`config.mk`:
```
export PLATFORM = sky130hd
export DESIGN_NAME = uart_axi_top
export DESIGN_NICKNAME = d
export VERILOG_FILES = /design/src/uart_pkg.sv /design/src/uart_byte_fifo.sv /design/src/uart_regs.sv /design/src/axi4lite_slave.sv /design/src/uart_axi_top.sv
export VERILOG_INCLUDE_DIRS = /design/src
export SDC_FILE = /design/constraint.sdc
export NUM_CORES = 1
export LEC_CHECK = 0
export ABC_AREA = 1
export BUFFER_PORTS_ARGS = -buffer_cell sky130_fd_sc_hd__buf_2
export CAP_MARGIN = 20
export CORE_MARGIN = 2
export CORE_UTILIZATION = 65
export CTS_CLUSTER_DIAMETER = 80
export CTS_CLUSTER_SIZE = 25
export DETAILED_ROUTE_END_ITERATION = 7
export MAX_ROUTING_LAYER = met4
export PLACE_DENSITY_LB_ADDON = 0.08
export SYNTH_ARGS = -nofsm -noshare
export SYNTH_HDL_FRONTEND = slang
export SYNTH_HIERARCHICAL = 1
export SYNTH_SLANG_ARGS = --single-unit
```
`constraint.sdc`:
```
create_clock -name s_axi_aclk -period 6.8 [get_ports s_axi_aclk]
set_input_delay 0.34 -clock s_axi_aclk [delete_from_list [all_inputs] [get_ports s_axi_aclk]]
set_output_delay 0.34 -clock s_axi_aclk [all_outputs]
set_load 0.01 [all_outputs]
```
`src/uart_consts.svh`:
```
// bus widths, register offsets, response codes and FIFO depth
// for the UART register interface
`ifndef UART_CONSTS_SVH
`define UART_CONSTS_SVH

// bus widths
`define UART_ADDR_W 5
`define UART_DATA_W 32

// default FIFO depth
`define UART_FIFO_DEPTH 16

// register offsets
`define UART_REG_TR   5'd0
`define UART_REG_RB   5'd0
`define UART_REG_IE   5'd1
`define UART_REG_II   5'd2
`define UART_REG_FC   5'd2
`define UART_REG_LC   5'd3
`define UART_REG_MC   5'd4
`define UART_REG_LS   5'd5
`define UART_REG_MS   5'd6
`define UART_REG_DBG1 5'd8
`define UART_REG_DBG2 5'd12

// AXI response codes
`define UART_RESP_OKAY   2'b00
`define UART_RESP_SLVERR 2'b10

`endif

```
`src/uart_pkg.sv`:
```
// shared types of the UART register interface
// bus vectors, byte, strobe, response and the bus FSM states
`include "uart_consts.svh"

package uart_pkg;

	// bus side vectors
	typedef logic [`UART_ADDR_W-1:0] uart_addr_t;
	typedef logic [`UART_DATA_W-1:0] uart_word_t;
	typedef logic [`UART_DATA_W/8-1:0] uart_strb_t;
	typedef logic [1:0] uart_resp_t;

	// one register or FIFO entry
	typedef logic [7:0] uart_byte_t;

	// write channel FSM
	typedef enum logic {
		wr_collect,
		wr_respond
	} wr_state_t;

	// read channel FSM
	typedef enum logic {
		rd_idle,
		rd_respond
	} rd_state_t;

endpackage

```
`src/uart_byte_fifo.sv`:
```
// synchronous byte FIFO with occupancy count, full and empty flags
// and a sticky overflow bit
`include "uart_consts.svh"

module uart_byte_fifo #(
	parameter int depth = `UART_FIFO_DEPTH
) (
	input  logic                 s_axi_aclk,
	input  logic                 s_axi_aresetn,
	input  logic                 clear,
	input  logic                 push,
	input  uart_pkg::uart_byte_t push_byte,
	input  logic                 pop,
	output uart_pkg::uart_byte_t head,
	output logic [4:0]           count,
	output logic                 empty,
	output logic                 full,
	output logic                 overflow,
	input  logic                 overflow_clr
);
	import uart_pkg::*;

	localparam int ptr_w = (depth > 1) ? $clog2(depth) : 1;

	uart_byte_t       mem [depth];
	logic [ptr_w-1:0] wr_ptr;
	logic [ptr_w-1:0] rd_ptr;
	logic [4:0]       occ;
	logic             do_push;
	logic             do_pop;

	// pushes into a full buffer are dropped
	assign do_push = push && !full;
	assign do_pop  = pop && !empty;

	assign empty = (occ == 5'd0);
	assign full  = (occ == 5'(depth));
	assign count = occ;
	assign head  = mem[rd_ptr];

	always_ff @(posedge s_axi_aclk or negedge s_axi_aresetn) begin
		if (!s_axi_aresetn) begin
			wr_ptr   <= '0;
			rd_ptr   <= '0;
			occ      <= '0;
			overflow <= 1'b0;
		end else if (clear) begin
			wr_ptr   <= '0;
			rd_ptr   <= '0;
			occ      <= '0;
			overflow <= 1'b0;
		end else begin
			if (do_push)
				wr_ptr <= (wr_ptr == ptr_w'(depth - 1)) ? '0 : wr_ptr + 1'b1;
			if (do_pop)
				rd_ptr <= (rd_ptr == ptr_w'(depth - 1)) ? '0 : rd_ptr + 1'b1;
			if (do_push && !do_pop)
				occ <= occ + 5'd1;
			else if (do_pop && !do_push)
				occ <= occ - 5'd1;
			// sticky until cleared, a new overflow wins
			if (push && full)
				overflow <= 1'b1;
			else if (overflow_clr)
				overflow <= 1'b0;
		end
	end

	always_ff @(posedge s_axi_aclk) begin
		if (do_push)
			mem[wr_ptr] <= push_byte;
	end

endmodule

```
`src/uart_regs.sv`:
```
// UART register file: IE, LC, FC and MC storage, derived LS, II and MS,
// debug words and the push/pop/clear strobes toward both FIFOs
`include "uart_consts.svh"

module uart_regs (
	input  logic                 s_axi_aclk,
	input  logic                 s_axi_aresetn,
	input  uart_pkg::uart_addr_t addr,
	input  logic                 we,
	input  uart_pkg::uart_byte_t wbyte,
	input  logic                 re,
	output uart_pkg::uart_word_t rdata,
	output logic                 tx_full,
	// tx FIFO side
	output logic                 tx_push,
	output uart_pkg::uart_byte_t tx_push_byte,
	output logic                 tx_clear,
	input  logic [4:0]           tx_count,
	input  logic                 tx_empty,
	// rx FIFO side
	output logic                 rx_pop,
	output logic                 rx_clear,
	input  uart_pkg::uart_byte_t rx_head,
	input  logic [4:0]           rx_count,
	input  logic                 rx_empty,
	input  logic                 rx_overflow,
	output logic                 rx_overflow_clr,
	// modem lines
	input  logic [3:0]           modem_in
);
	import uart_pkg::*;

	logic [3:0] ie;
	uart_byte_t lc;
	logic [1:0] fc_trig;
	logic [4:0] mc;
	uart_byte_t ls;
	uart_byte_t ii;
	uart_byte_t ms;
	logic       pend_rx;
	logic       pend_tx;
	logic [2:0] int_id;

	////////////////////
	// writable registers
	////////////////////

	always_ff @(posedge s_axi_aclk or negedge s_axi_aresetn) begin
		if (!s_axi_aresetn) begin
			ie      <= '0;
			lc      <= '0;
			fc_trig <= '0;
			mc      <= '0;
		end else if (we) begin
			case (addr)
				`UART_REG_IE: ie      <= wbyte[3:0];
				`UART_REG_LC: lc      <= wbyte;
				`UART_REG_FC: fc_trig <= wbyte[7:6];
				`UART_REG_MC: mc      <= wbyte[4:0];
				default: ;
			endcase
		end
	end

	////////////////////
	// FIFO strobes
	////////////////////

	assign tx_push      = we && (addr == `UART_REG_TR);
	assign tx_push_byte = wbyte;
	assign tx_full      = (tx_count >= 5'(`UART_FIFO_DEPTH));

	// FC bit 1 flushes rx, bit 2 flushes tx
	assign rx_clear = we && (addr == `UART_REG_FC) && wbyte[1];
	assign tx_clear = we && (addr == `UART_REG_FC) && wbyte[2];

	assign rx_pop          = re && (addr == `UART_REG_RB);
	// reading LS acknowledges the overrun
	assign rx_overflow_clr = re && (addr == `UART_REG_LS);

	////////////////////
	// derived registers
	////////////////////

	assign ls = {2'b00, tx_empty, 3'b000, rx_overflow, !rx_empty};
	assign ms = {4'b0000, modem_in};

	assign pend_rx = ie[0] && !rx_empty;
	assign pend_tx = ie[1] && tx_empty;

	// rx data has priority over tx empty
	assign int_id = pend_rx ? 3'd2 : (pend_tx ? 3'd1 : 3'd0);
	// trigger level echoed in the top bits
	assign ii = {fc_trig, 2'b00, int_id, !(pend_rx || pend_tx)};

	always_comb begin
		case (addr)
			`UART_REG_RB:   rdata = {24'd0, rx_head};
			`UART_REG_IE:   rdata = {28'd0, ie};
			`UART_REG_II:   rdata = {24'd0, ii};
			`UART_REG_LC:   rdata = {24'd0, lc};
			`UART_REG_LS:   rdata = {24'd0, ls};
			`UART_REG_MS:   rdata = {24'd0, ms};
			`UART_REG_DBG1: rdata = {lc, 4'b0000, ie, 3'b000, mc, ls};
			`UART_REG_DBG2: rdata = {16'd0, 3'b000, tx_count, 3'b000, rx_count};
			default:        rdata = '0;
		endcase
	end

endmodule

```
`src/axi4lite_slave.sv`:
```
// AXI4-Lite slave toward the UART registers
// write and read FSMs, access checks, response and read data registers
// and byte lane selection from the one-hot strobe
`include "uart_consts.svh"

module axi4lite_slave (
	input  logic                 s_axi_aclk,
	input  logic                 s_axi_aresetn,
	// write address channel
	input  logic                 s_axi_awvalid,
	output logic                 s_axi_awready,
	input  uart_pkg::uart_addr_t s_axi_awaddr,
	input  logic [2:0]           s_axi_awprot,
	// write data channel
	input  logic                 s_axi_wvalid,
	output logic                 s_axi_wready,
	input  uart_pkg::uart_word_t s_axi_wdata,
	input  uart_pkg::uart_strb_t s_axi_wstrb,
	// write response channel
	output logic                 s_axi_bvalid,
	input  logic                 s_axi_bready,
	output uart_pkg::uart_resp_t s_axi_bresp,
	// read address channel
	input  logic                 s_axi_arvalid,
	output logic                 s_axi_arready,
	input  uart_pkg::uart_addr_t s_axi_araddr,
	input  logic [2:0]           s_axi_arprot,
	// read data channel
	output logic                 s_axi_rvalid,
	input  logic                 s_axi_rready,
	output uart_pkg::uart_word_t s_axi_rdata,
	output uart_pkg::uart_resp_t s_axi_rresp,
	// register side
	output uart_pkg::uart_addr_t addr,
	output logic                 we,
	output uart_pkg::uart_byte_t wbyte,
	output logic                 re,
	input  uart_pkg::uart_word_t rdata_in,
	input  logic                 tx_full
);
	import uart_pkg::*;

	wr_state_t  wr_state;
	rd_state_t  rd_state;
	logic       aw_got;
	logic       w_got;
	uart_addr_t aw_addr_q;
	uart_word_t wdata_q;
	uart_strb_t wstrb_q;
	logic       issue;
	logic       aw_hs;
	logic       w_hs;
	logic       ar_hs;
	logic       wr_addr_ok;
	logic       strb_onehot;
	logic       tx_overrun;
	logic       wr_ok;
	logic       rd_ok;

	////////////////////
	// write channel
	////////////////////

	// both halves held, this is the register write cycle
	assign issue = (wr_state == wr_collect) && aw_got && w_got;

	assign s_axi_awready = (wr_state == wr_collect) && !issue;
	assign s_axi_wready  = (wr_state == wr_collect) && !issue;
	assign s_axi_bvalid  = (wr_state == wr_respond);

	assign aw_hs = s_axi_awvalid && s_axi_awready;
	assign w_hs  = s_axi_wvalid && s_axi_wready;

	assign wr_addr_ok = aw_addr_q inside {`UART_REG_TR, `UART_REG_IE, `UART_REG_FC,
		`UART_REG_LC, `UART_REG_MC};
	assign strb_onehot = (wstrb_q != '0) && ((wstrb_q & (wstrb_q - 1'b1)) == '0);
	// no push into a full tx FIFO
	assign tx_overrun  = (aw_addr_q == `UART_REG_TR) && tx_full;
	assign wr_ok       = wr_addr_ok && strb_onehot && !tx_overrun;

	assign we = issue && wr_ok;

	always_comb begin
		case (wstrb_q)
			4'b0010: wbyte = wdata_q[15:8];
			4'b0100: wbyte = wdata_q[23:16];
			4'b1000: wbyte = wdata_q[31:24];
			default: wbyte = wdata_q[7:0];
		endcase
	end

	always_ff @(posedge s_axi_aclk or negedge s_axi_aresetn) begin
		if (!s_axi_aresetn) begin
			wr_state <= wr_collect;
			aw_got   <= 1'b0;
			w_got    <= 1'b0;
		end else begin
			case (wr_state)
				wr_collect: begin
					if (aw_hs)
						aw_got <= 1'b1;
					if (w_hs)
						w_got <= 1'b1;
					if (issue) begin
						wr_state <= wr_respond;
						aw_got   <= 1'b0;
						w_got    <= 1'b0;
					end
				end
				wr_respond: begin
					if (s_axi_bready)
						wr_state <= wr_collect;
				end
				default: wr_state <= wr_collect;
			endcase
		end
	end

	////////////////////
	// read channel
	////////////////////

	// hold off a read for the one cycle the shared address serves a write
	assign s_axi_arready = (rd_state == rd_idle) && !we;
	assign s_axi_rvalid  = (rd_state == rd_respond);
	assign ar_hs         = s_axi_arvalid && s_axi_arready;

	assign rd_ok = s_axi_araddr inside {`UART_REG_RB, `UART_REG_IE, `UART_REG_II,
		`UART_REG_LC, `UART_REG_LS, `UART_REG_MS, `UART_REG_DBG1, `UART_REG_DBG2};

	assign re   = ar_hs && rd_ok;
	assign addr = we ? aw_addr_q : s_axi_araddr;

	always_ff @(posedge s_axi_aclk or negedge s_axi_aresetn) begin
		if (!s_axi_aresetn) begin
			rd_state <= rd_idle;
		end else begin
			case (rd_state)
				rd_idle: begin
					if (ar_hs)
						rd_state <= rd_respond;
				end
				rd_respond: begin
					if (s_axi_rready)
						rd_state <= rd_idle;
				end
				default: rd_state <= rd_idle;
			endcase
		end
	end

	// captured payload and responses
	always_ff @(posedge s_axi_aclk) begin
		if (aw_hs)
			aw_addr_q <= s_axi_awaddr;
		if (w_hs) begin
			wdata_q <= s_axi_wdata;
			wstrb_q <= s_axi_wstrb;
		end
		if (issue)
			s_axi_bresp <= wr_ok ? `UART_RESP_OKAY : `UART_RESP_SLVERR;
		if (ar_hs) begin
			// sampled before the pop that re causes
			s_axi_rdata <= rd_ok ? rdata_in : '0;
			s_axi_rresp <= rd_ok ? `UART_RESP_OKAY : `UART_RESP_SLVERR;
		end
	end

endmodule

```
`src/uart_axi_top.sv`:
```
// UART register interface top level
// AXI4-Lite slave, register block and the tx and rx byte FIFOs
`include "uart_consts.svh"

module uart_axi_top (
	input  logic                 s_axi_aclk,
	input  logic                 s_axi_aresetn,
	input  logic                 s_axi_awvalid,
	output logic                 s_axi_awready,
	input  uart_pkg::uart_addr_t s_axi_awaddr,
	input  logic [2:0]           s_axi_awprot,
	input  logic                 s_axi_wvalid,
	output logic                 s_axi_wready,
	input  uart_pkg::uart_word_t s_axi_wdata,
	input  uart_pkg::uart_strb_t s_axi_wstrb,
	output logic                 s_axi_bvalid,
	input  logic                 s_axi_bready,
	output uart_pkg::uart_resp_t s_axi_bresp,
	input  logic                 s_axi_arvalid,
	output logic                 s_axi_arready,
	input  uart_pkg::uart_addr_t s_axi_araddr,
	input  logic [2:0]           s_axi_arprot,
	output logic                 s_axi_rvalid,
	input  logic                 s_axi_rready,
	output uart_pkg::uart_word_t s_axi_rdata,
	output uart_pkg::uart_resp_t s_axi_rresp,
	// serial side stand-in
	output uart_pkg::uart_byte_t tx_byte,
	output logic                 tx_avail,
	input  logic                 tx_take,
	input  uart_pkg::uart_byte_t rx_byte,
	input  logic                 rx_strobe,
	input  logic [3:0]           modem_in
);
	import uart_pkg::*;

	uart_addr_t reg_addr;
	logic       reg_we;
	uart_byte_t reg_wbyte;
	logic       reg_re;
	uart_word_t reg_rdata;
	logic       tx_full;
	logic       tx_push;
	uart_byte_t tx_push_byte;
	logic       tx_clear;
	logic [4:0] tx_count;
	logic       tx_empty;
	logic       rx_pop;
	logic       rx_clear;
	uart_byte_t rx_head;
	logic [4:0] rx_count;
	logic       rx_empty;
	logic       rx_overflow;
	logic       rx_overflow_clr;

	assign tx_avail = !tx_empty;

	axi4lite_slave u_slave (
		.s_axi_aclk, .s_axi_aresetn,
		.s_axi_awvalid, .s_axi_awready, .s_axi_awaddr, .s_axi_awprot,
		.s_axi_wvalid, .s_axi_wready, .s_axi_wdata, .s_axi_wstrb,
		.s_axi_bvalid, .s_axi_bready, .s_axi_bresp,
		.s_axi_arvalid, .s_axi_arready, .s_axi_araddr, .s_axi_arprot,
		.s_axi_rvalid, .s_axi_rready, .s_axi_rdata, .s_axi_rresp,
		.addr(reg_addr), .we(reg_we), .wbyte(reg_wbyte), .re(reg_re),
		.rdata_in(reg_rdata), .tx_full(tx_full)
	);

	uart_regs u_regs (
		.s_axi_aclk, .s_axi_aresetn,
		.addr(reg_addr), .we(reg_we), .wbyte(reg_wbyte), .re(reg_re),
		.rdata(reg_rdata), .tx_full(tx_full),
		.tx_push, .tx_push_byte, .tx_clear, .tx_count, .tx_empty,
		.rx_pop, .rx_clear, .rx_head, .rx_count, .rx_empty,
		.rx_overflow, .rx_overflow_clr, .modem_in
	);

	// tx overruns are refused at the bus, so its overflow stays unused
	uart_byte_fifo #(.depth(`UART_FIFO_DEPTH)) u_tx_fifo (
		.s_axi_aclk, .s_axi_aresetn,
		.clear(tx_clear), .push(tx_push), .push_byte(tx_push_byte),
		.pop(tx_take), .head(tx_byte), .count(tx_count),
		.empty(tx_empty), .full(), .overflow(), .overflow_clr(1'b0)
	);

	uart_byte_fifo #(.depth(`UART_FIFO_DEPTH)) u_rx_fifo (
		.s_axi_aclk, .s_axi_aresetn,
		.clear(rx_clear), .push(rx_strobe), .push_byte(rx_byte),
		.pop(rx_pop), .head(rx_head), .count(rx_count),
		.empty(rx_empty), .full(), .overflow(rx_overflow),
		.overflow_clr(rx_overflow_clr)
	);

endmodule

```
==> tab_implementation.tex <==
\begin{tabular}{lr}
\hline
Metric & Value \\
\hline
\multicolumn{2}{l}{\textbf{Status}} \\
\quad Status & finished clean \\
\multicolumn{2}{l}{\textbf{Worst setup path}} \\
\quad Highest net fanout along the worst path & 14 \\
\quad Worst Setup Path Type & flop to flop \\
\quad Capturing point of the worst reg2reg path & u\_tx\_fifo/count[4] \\
\quad Number of cells on the worst reg-to-reg path & 21 \\
\quad Worst r2r src & u\_slave/wstrb\_q[1] \\
\quad FF-to-FF setup slack & 2.20 ns \\
\quad Req. time, crit path & 7.22 ns \\
\quad Element type at the critical path end & flop \\
\quad CP Launch Type & flop \\
\quad Crit path DAT & 5.02 ns \\
\multicolumn{2}{l}{\textbf{Hold path}} \\
\quad Worst min-delay path startpoint & s\_axi\_wdata[11] \\
\quad Type of the most critical hold path & input pin to flop \\
\quad Worst hold path stage count & 1 \\
\quad Terminating pin of the worst hold path & u\_slave/wdata\_q[11] \\
\multicolumn{2}{l}{\textbf{Floorplan}} \\
\quad Die H & 165 um \\
\quad Die Area & 0.0274 mm2 \\
\quad Width of the chip & 165 um \\
\quad Row count & 59 \\
\quad \# IOs & 123 \\
\quad Core area & 0.0258 mm2 \\
\quad Initial core utilization & 0.656 \\
\multicolumn{2}{l}{\textbf{Global routing}} \\
\quad Total routing usage reported by global routing & 0.282 \\
\quad Number of antenna violations at the first check in global routing & 0 \\
\quad Vias in the first global route & 10,851 \\
\quad Largest net degree at the start of global routing & 68 \\
\quad Gr ovfl total & 0 \\
\quad Wire length of the first global-routing pass & 56,900 um \\
\multicolumn{2}{l}{\textbf{Placement}} \\
\quad Placed wire-length estimate & 23,400 um \\
\quad Number of buffer cells added on primary ports & 114 \\
\quad RePlAce Congestion & 0.899 \\
\multicolumn{2}{l}{\textbf{Power}} \\
\quad Maximum vdd drop & 361 uV \\
\quad Switching pwr & 2.12 mW \\
\quad Power density over the cells & 328 mW/mm2 \\
\quad Total Power Consumption & 6.09 mW \\
\quad Static leakage power & 7.14 nW \\
\quad Part of the power in registers & 0.505 \\
\quad Internal power of the cells & 3.98 mW \\
\quad Logic pwr share & 0.290 \\
\quad Sw Ratio & 0.348 \\
\quad Clock network power share & 0.205 \\
\multicolumn{2}{l}{\textbf{Route}} \\
\quad Per-cell routed wire length & 18.6 um \\
\quad Initial DRT Pass Iterations & 5 \\
\quad Initial DRC count & 1,039 \\
\quad Via Count & 11,469 \\
\quad Routed Antenna Nets & 0 \\
\quad Post-route DRC violation count & 0 \\
\quad Mean number of vias per cell & 5.72 \\
\quad Wirelength, routed & 37,300 um \\
\multicolumn{2}{l}{\textbf{Clock tree}} \\
\quad Clock transition at path regs & 0.10 ns \\
\quad Root cell of the clock tree & sky130\_fd\_sc\_hd\_\_clkbuf\_16 \\
\quad Sink count of the clock tree & 381 \\
\quad CTS tree & yes \\
\quad Max Buffers Root-to-Sink & 3 \\
\quad Clock latency at the later pin of the worst-skew pair & 0.52 ns \\
\quad Cts bufs inserted & 19 \\
\quad H-tree lvl count & 1 \\
\multicolumn{2}{l}{\textbf{STA}} \\
\quad Final count of negative-setup-slack endpoints & 0 \\
\quad Clock skew & 0.0196 ns \\
\quad Upper clock frequency limit & 217 MHz \\
\quad Time the worst path needs with I/O delays and setup & 4.60 ns \\
\quad Relative slew slack & 0.279 \\
\quad Final Max Tran Viols & 0 \\
\quad Actual slew at the worst max-slew pin & 1.08 ns \\
\quad Tcrit/Tclk final & 0.676 \\
\quad Setup repair after global routing missed its margin & false \\
\quad Setup TNS after final layout & 0 ns \\
\quad Hold Vio Cnt, Final & 0 \\
\multicolumn{2}{l}{\textbf{Yosys}} \\
\quad Post-Syn Area per Cell & 11.0 um2 \\
\quad Mapped Cells & 1,534 \\
\quad Synth warnings & 6 \\
\quad Combined area of all synthesized cells & 0.0169 mm2 \\
\multicolumn{2}{l}{\textbf{Cells and area}} \\
\quad Final core area utilization & 0.720 \\
\quad Share of final-layout standard cells stronger than drive strength 1 & 0.135 \\
\quad Area growth from synthesis to final layout & 9.76\% \\
\quad Number of antenna repair diodes & 0 \\
\quad Nets & 1,750 \\
\multicolumn{2}{l}{\textbf{Flow run}} \\
\quad Max-cap check violation count & 0 \\
\hline
\end{tabular}
registers in the layout (all words and copies together), names as in the netlist, 2 cells and up:
| register | flops |
|---|---|
| u_regs/fc_trig | 2 |
| u_regs/ie | 4 |
| u_regs/lc | 8 |
| u_regs/mc | 5 |
| u_rx_fifo/count | 5 |
| u_rx_fifo/mem | 128 |
| u_rx_fifo/rd_ptr | 4 |
| u_rx_fifo/wr_ptr | 4 |
| u_slave/aw_addr_q | 5 |
| u_slave/s_axi_rdata | 32 |
| u_slave/wdata_q | 32 |
| u_slave/wstrb_q | 4 |
| u_tx_fifo/count | 5 |
| u_tx_fifo/mem | 128 |
| u_tx_fifo/rd_ptr | 4 |
| u_tx_fifo/wr_ptr | 4 |
power groups by stage:
stage                     clock network [mW]  logic [mW]  registers, mW
after detailed placement                   0        1.71           3.12
after global placement                     0        1.65           3.12
after global routing                    1.35        1.97           3.10
final                                   1.25        1.77           3.08
after CTS                               1.26        1.73           3.07
after floorplan                            0        1.29           3.03
how the worst max path moves through the flow:
stage                             from                 end  slack [ns]  cells after the start
floorplan           u_slave/wstrb_q[3]  u_tx_fifo/count[4]        3.68                     22
global placement    u_slave/wstrb_q[1]  u_tx_fifo/count[4]        2.45                     21
detailed placement  u_slave/wstrb_q[1]  u_tx_fifo/count[4]        2.32                     21
CTS                 u_slave/wstrb_q[1]  u_tx_fifo/count[4]        2.30                     21
global route        u_slave/wstrb_q[1]  u_tx_fifo/count[4]        1.83                     22
finish              u_slave/wstrb_q[1]  u_tx_fifo/count[4]        2.20                     21
routing by layer:
| layer | global-route usage | part of all wire | vias to the layer above |
|---|---|---|---|
| met5 | - | 0 | - |
| met4 | 0.0980 | 0.034 | 0 |
| met3 | 0.0295 | 0.054 | 78 |
| met2 | 0.467 | 0.50 | 382 |
| met1 | 0.368 | 0.41 | 5524 |
| li1 | - | - | 5485 |
final cells by class:
class | instances | area, um2
multi-input combinational | 902 | 4600
clock inverter | 2 | 21.3
tap | 335 | 419
sequential | 381 | 11200
fill | 1826 | 7230
clock buffer | 31 | 531
inverter | 182 | 696
timing repair buffer | 171 | 1140
what timing repair did:
action / in CTS / in global routing
hold buffers: 40 / 1
endpoints found under the hold margin: 89 / 1
resized for setup: 0 / 0
buffers inserted: 0 / 0
through the flow:
stage | cells | instance area (um2) | hold slack (ns) | worst slack (ns)
after global routing | 2004 | 18600 | 0.00356 | 1.83
after global placement | 1928 | 17600 | 0.460 | 2.45
after floorplan | 1541 | 17000 | 0.0444 | 3.68
after CTS | 2002 | 18600 | 0.00171 | 2.30
after detailed placement | 1929 | 17600 | 0.468 | 2.32
final | 2004 | 18600 | 0.0129 | 2.20
worst max-delay path: stages (launching register included):
cell                       delay, ns
sky130_fd_sc_hd__edfxtp_1       0.59
sky130_fd_sc_hd__nor2_1         0.67
sky130_fd_sc_hd__nand2_2        0.10
sky130_fd_sc_hd__nand2_2        0.10
sky130_fd_sc_hd__nand4_2        0.32
sky130_fd_sc_hd__nand2_2        0.16
sky130_fd_sc_hd__o21ai_2        0.14
sky130_fd_sc_hd__nor2_2         0.48
sky130_fd_sc_hd__nand3_1        0.24
sky130_fd_sc_hd__nor2_1         0.19
sky130_fd_sc_hd__nand2_2        0.13
sky130_fd_sc_hd__inv_2          0.17
sky130_fd_sc_hd__nand2_2        0.19
sky130_fd_sc_hd__fa_1           0.46
sky130_fd_sc_hd__nand3_1        0.12
sky130_fd_sc_hd__nand4_1        0.08
sky130_fd_sc_hd__nand2_1        0.10
sky130_fd_sc_hd__inv_1          0.04
sky130_fd_sc_hd__nand2_1        0.05
sky130_fd_sc_hd__nand2_1        0.04
sky130_fd_sc_hd__nand2_1        0.05
sky130_fd_sc_hd__nand2_1        0.06
cells in the final DEF, fill, tap and decap left out, types with 4 or more instances in the layout:
master	n
sky130_fd_sc_hd__o22ai_1	22
sky130_fd_sc_hd__inv_1	160
sky130_fd_sc_hd__inv_2	13
sky130_fd_sc_hd__nand3_1	70
sky130_fd_sc_hd__o21ai_0	106
sky130_fd_sc_hd__nor2_1	225
sky130_fd_sc_hd__nand2_1	249
sky130_fd_sc_hd__clkbuf_16	19
sky130_fd_sc_hd__conb_1	9
sky130_fd_sc_hd__o2111ai_1	23
sky130_fd_sc_hd__nand2_2	10
sky130_fd_sc_hd__edfxtp_1	331
sky130_fd_sc_hd__clkinv_1	4
sky130_fd_sc_hd__o211ai_1	44
sky130_fd_sc_hd__ha_1	18
sky130_fd_sc_hd__o21ai_1	13
sky130_fd_sc_hd__nand4_1	39
sky130_fd_sc_hd__buf_4	14
sky130_fd_sc_hd__a21oi_1	20
sky130_fd_sc_hd__nor2_2	7
sky130_fd_sc_hd__nor2_4	5
sky130_fd_sc_hd__nand2_4	5
sky130_fd_sc_hd__o21ai_2	11
sky130_fd_sc_hd__dfrtp_1	48
sky130_fd_sc_hd__clkbuf_1	11
sky130_fd_sc_hd__nand3_2	9
sky130_fd_sc_hd__dlygate4sd3_1	41
sky130_fd_sc_hd__buf_2	114
Power figures use the tool's default switching activity.
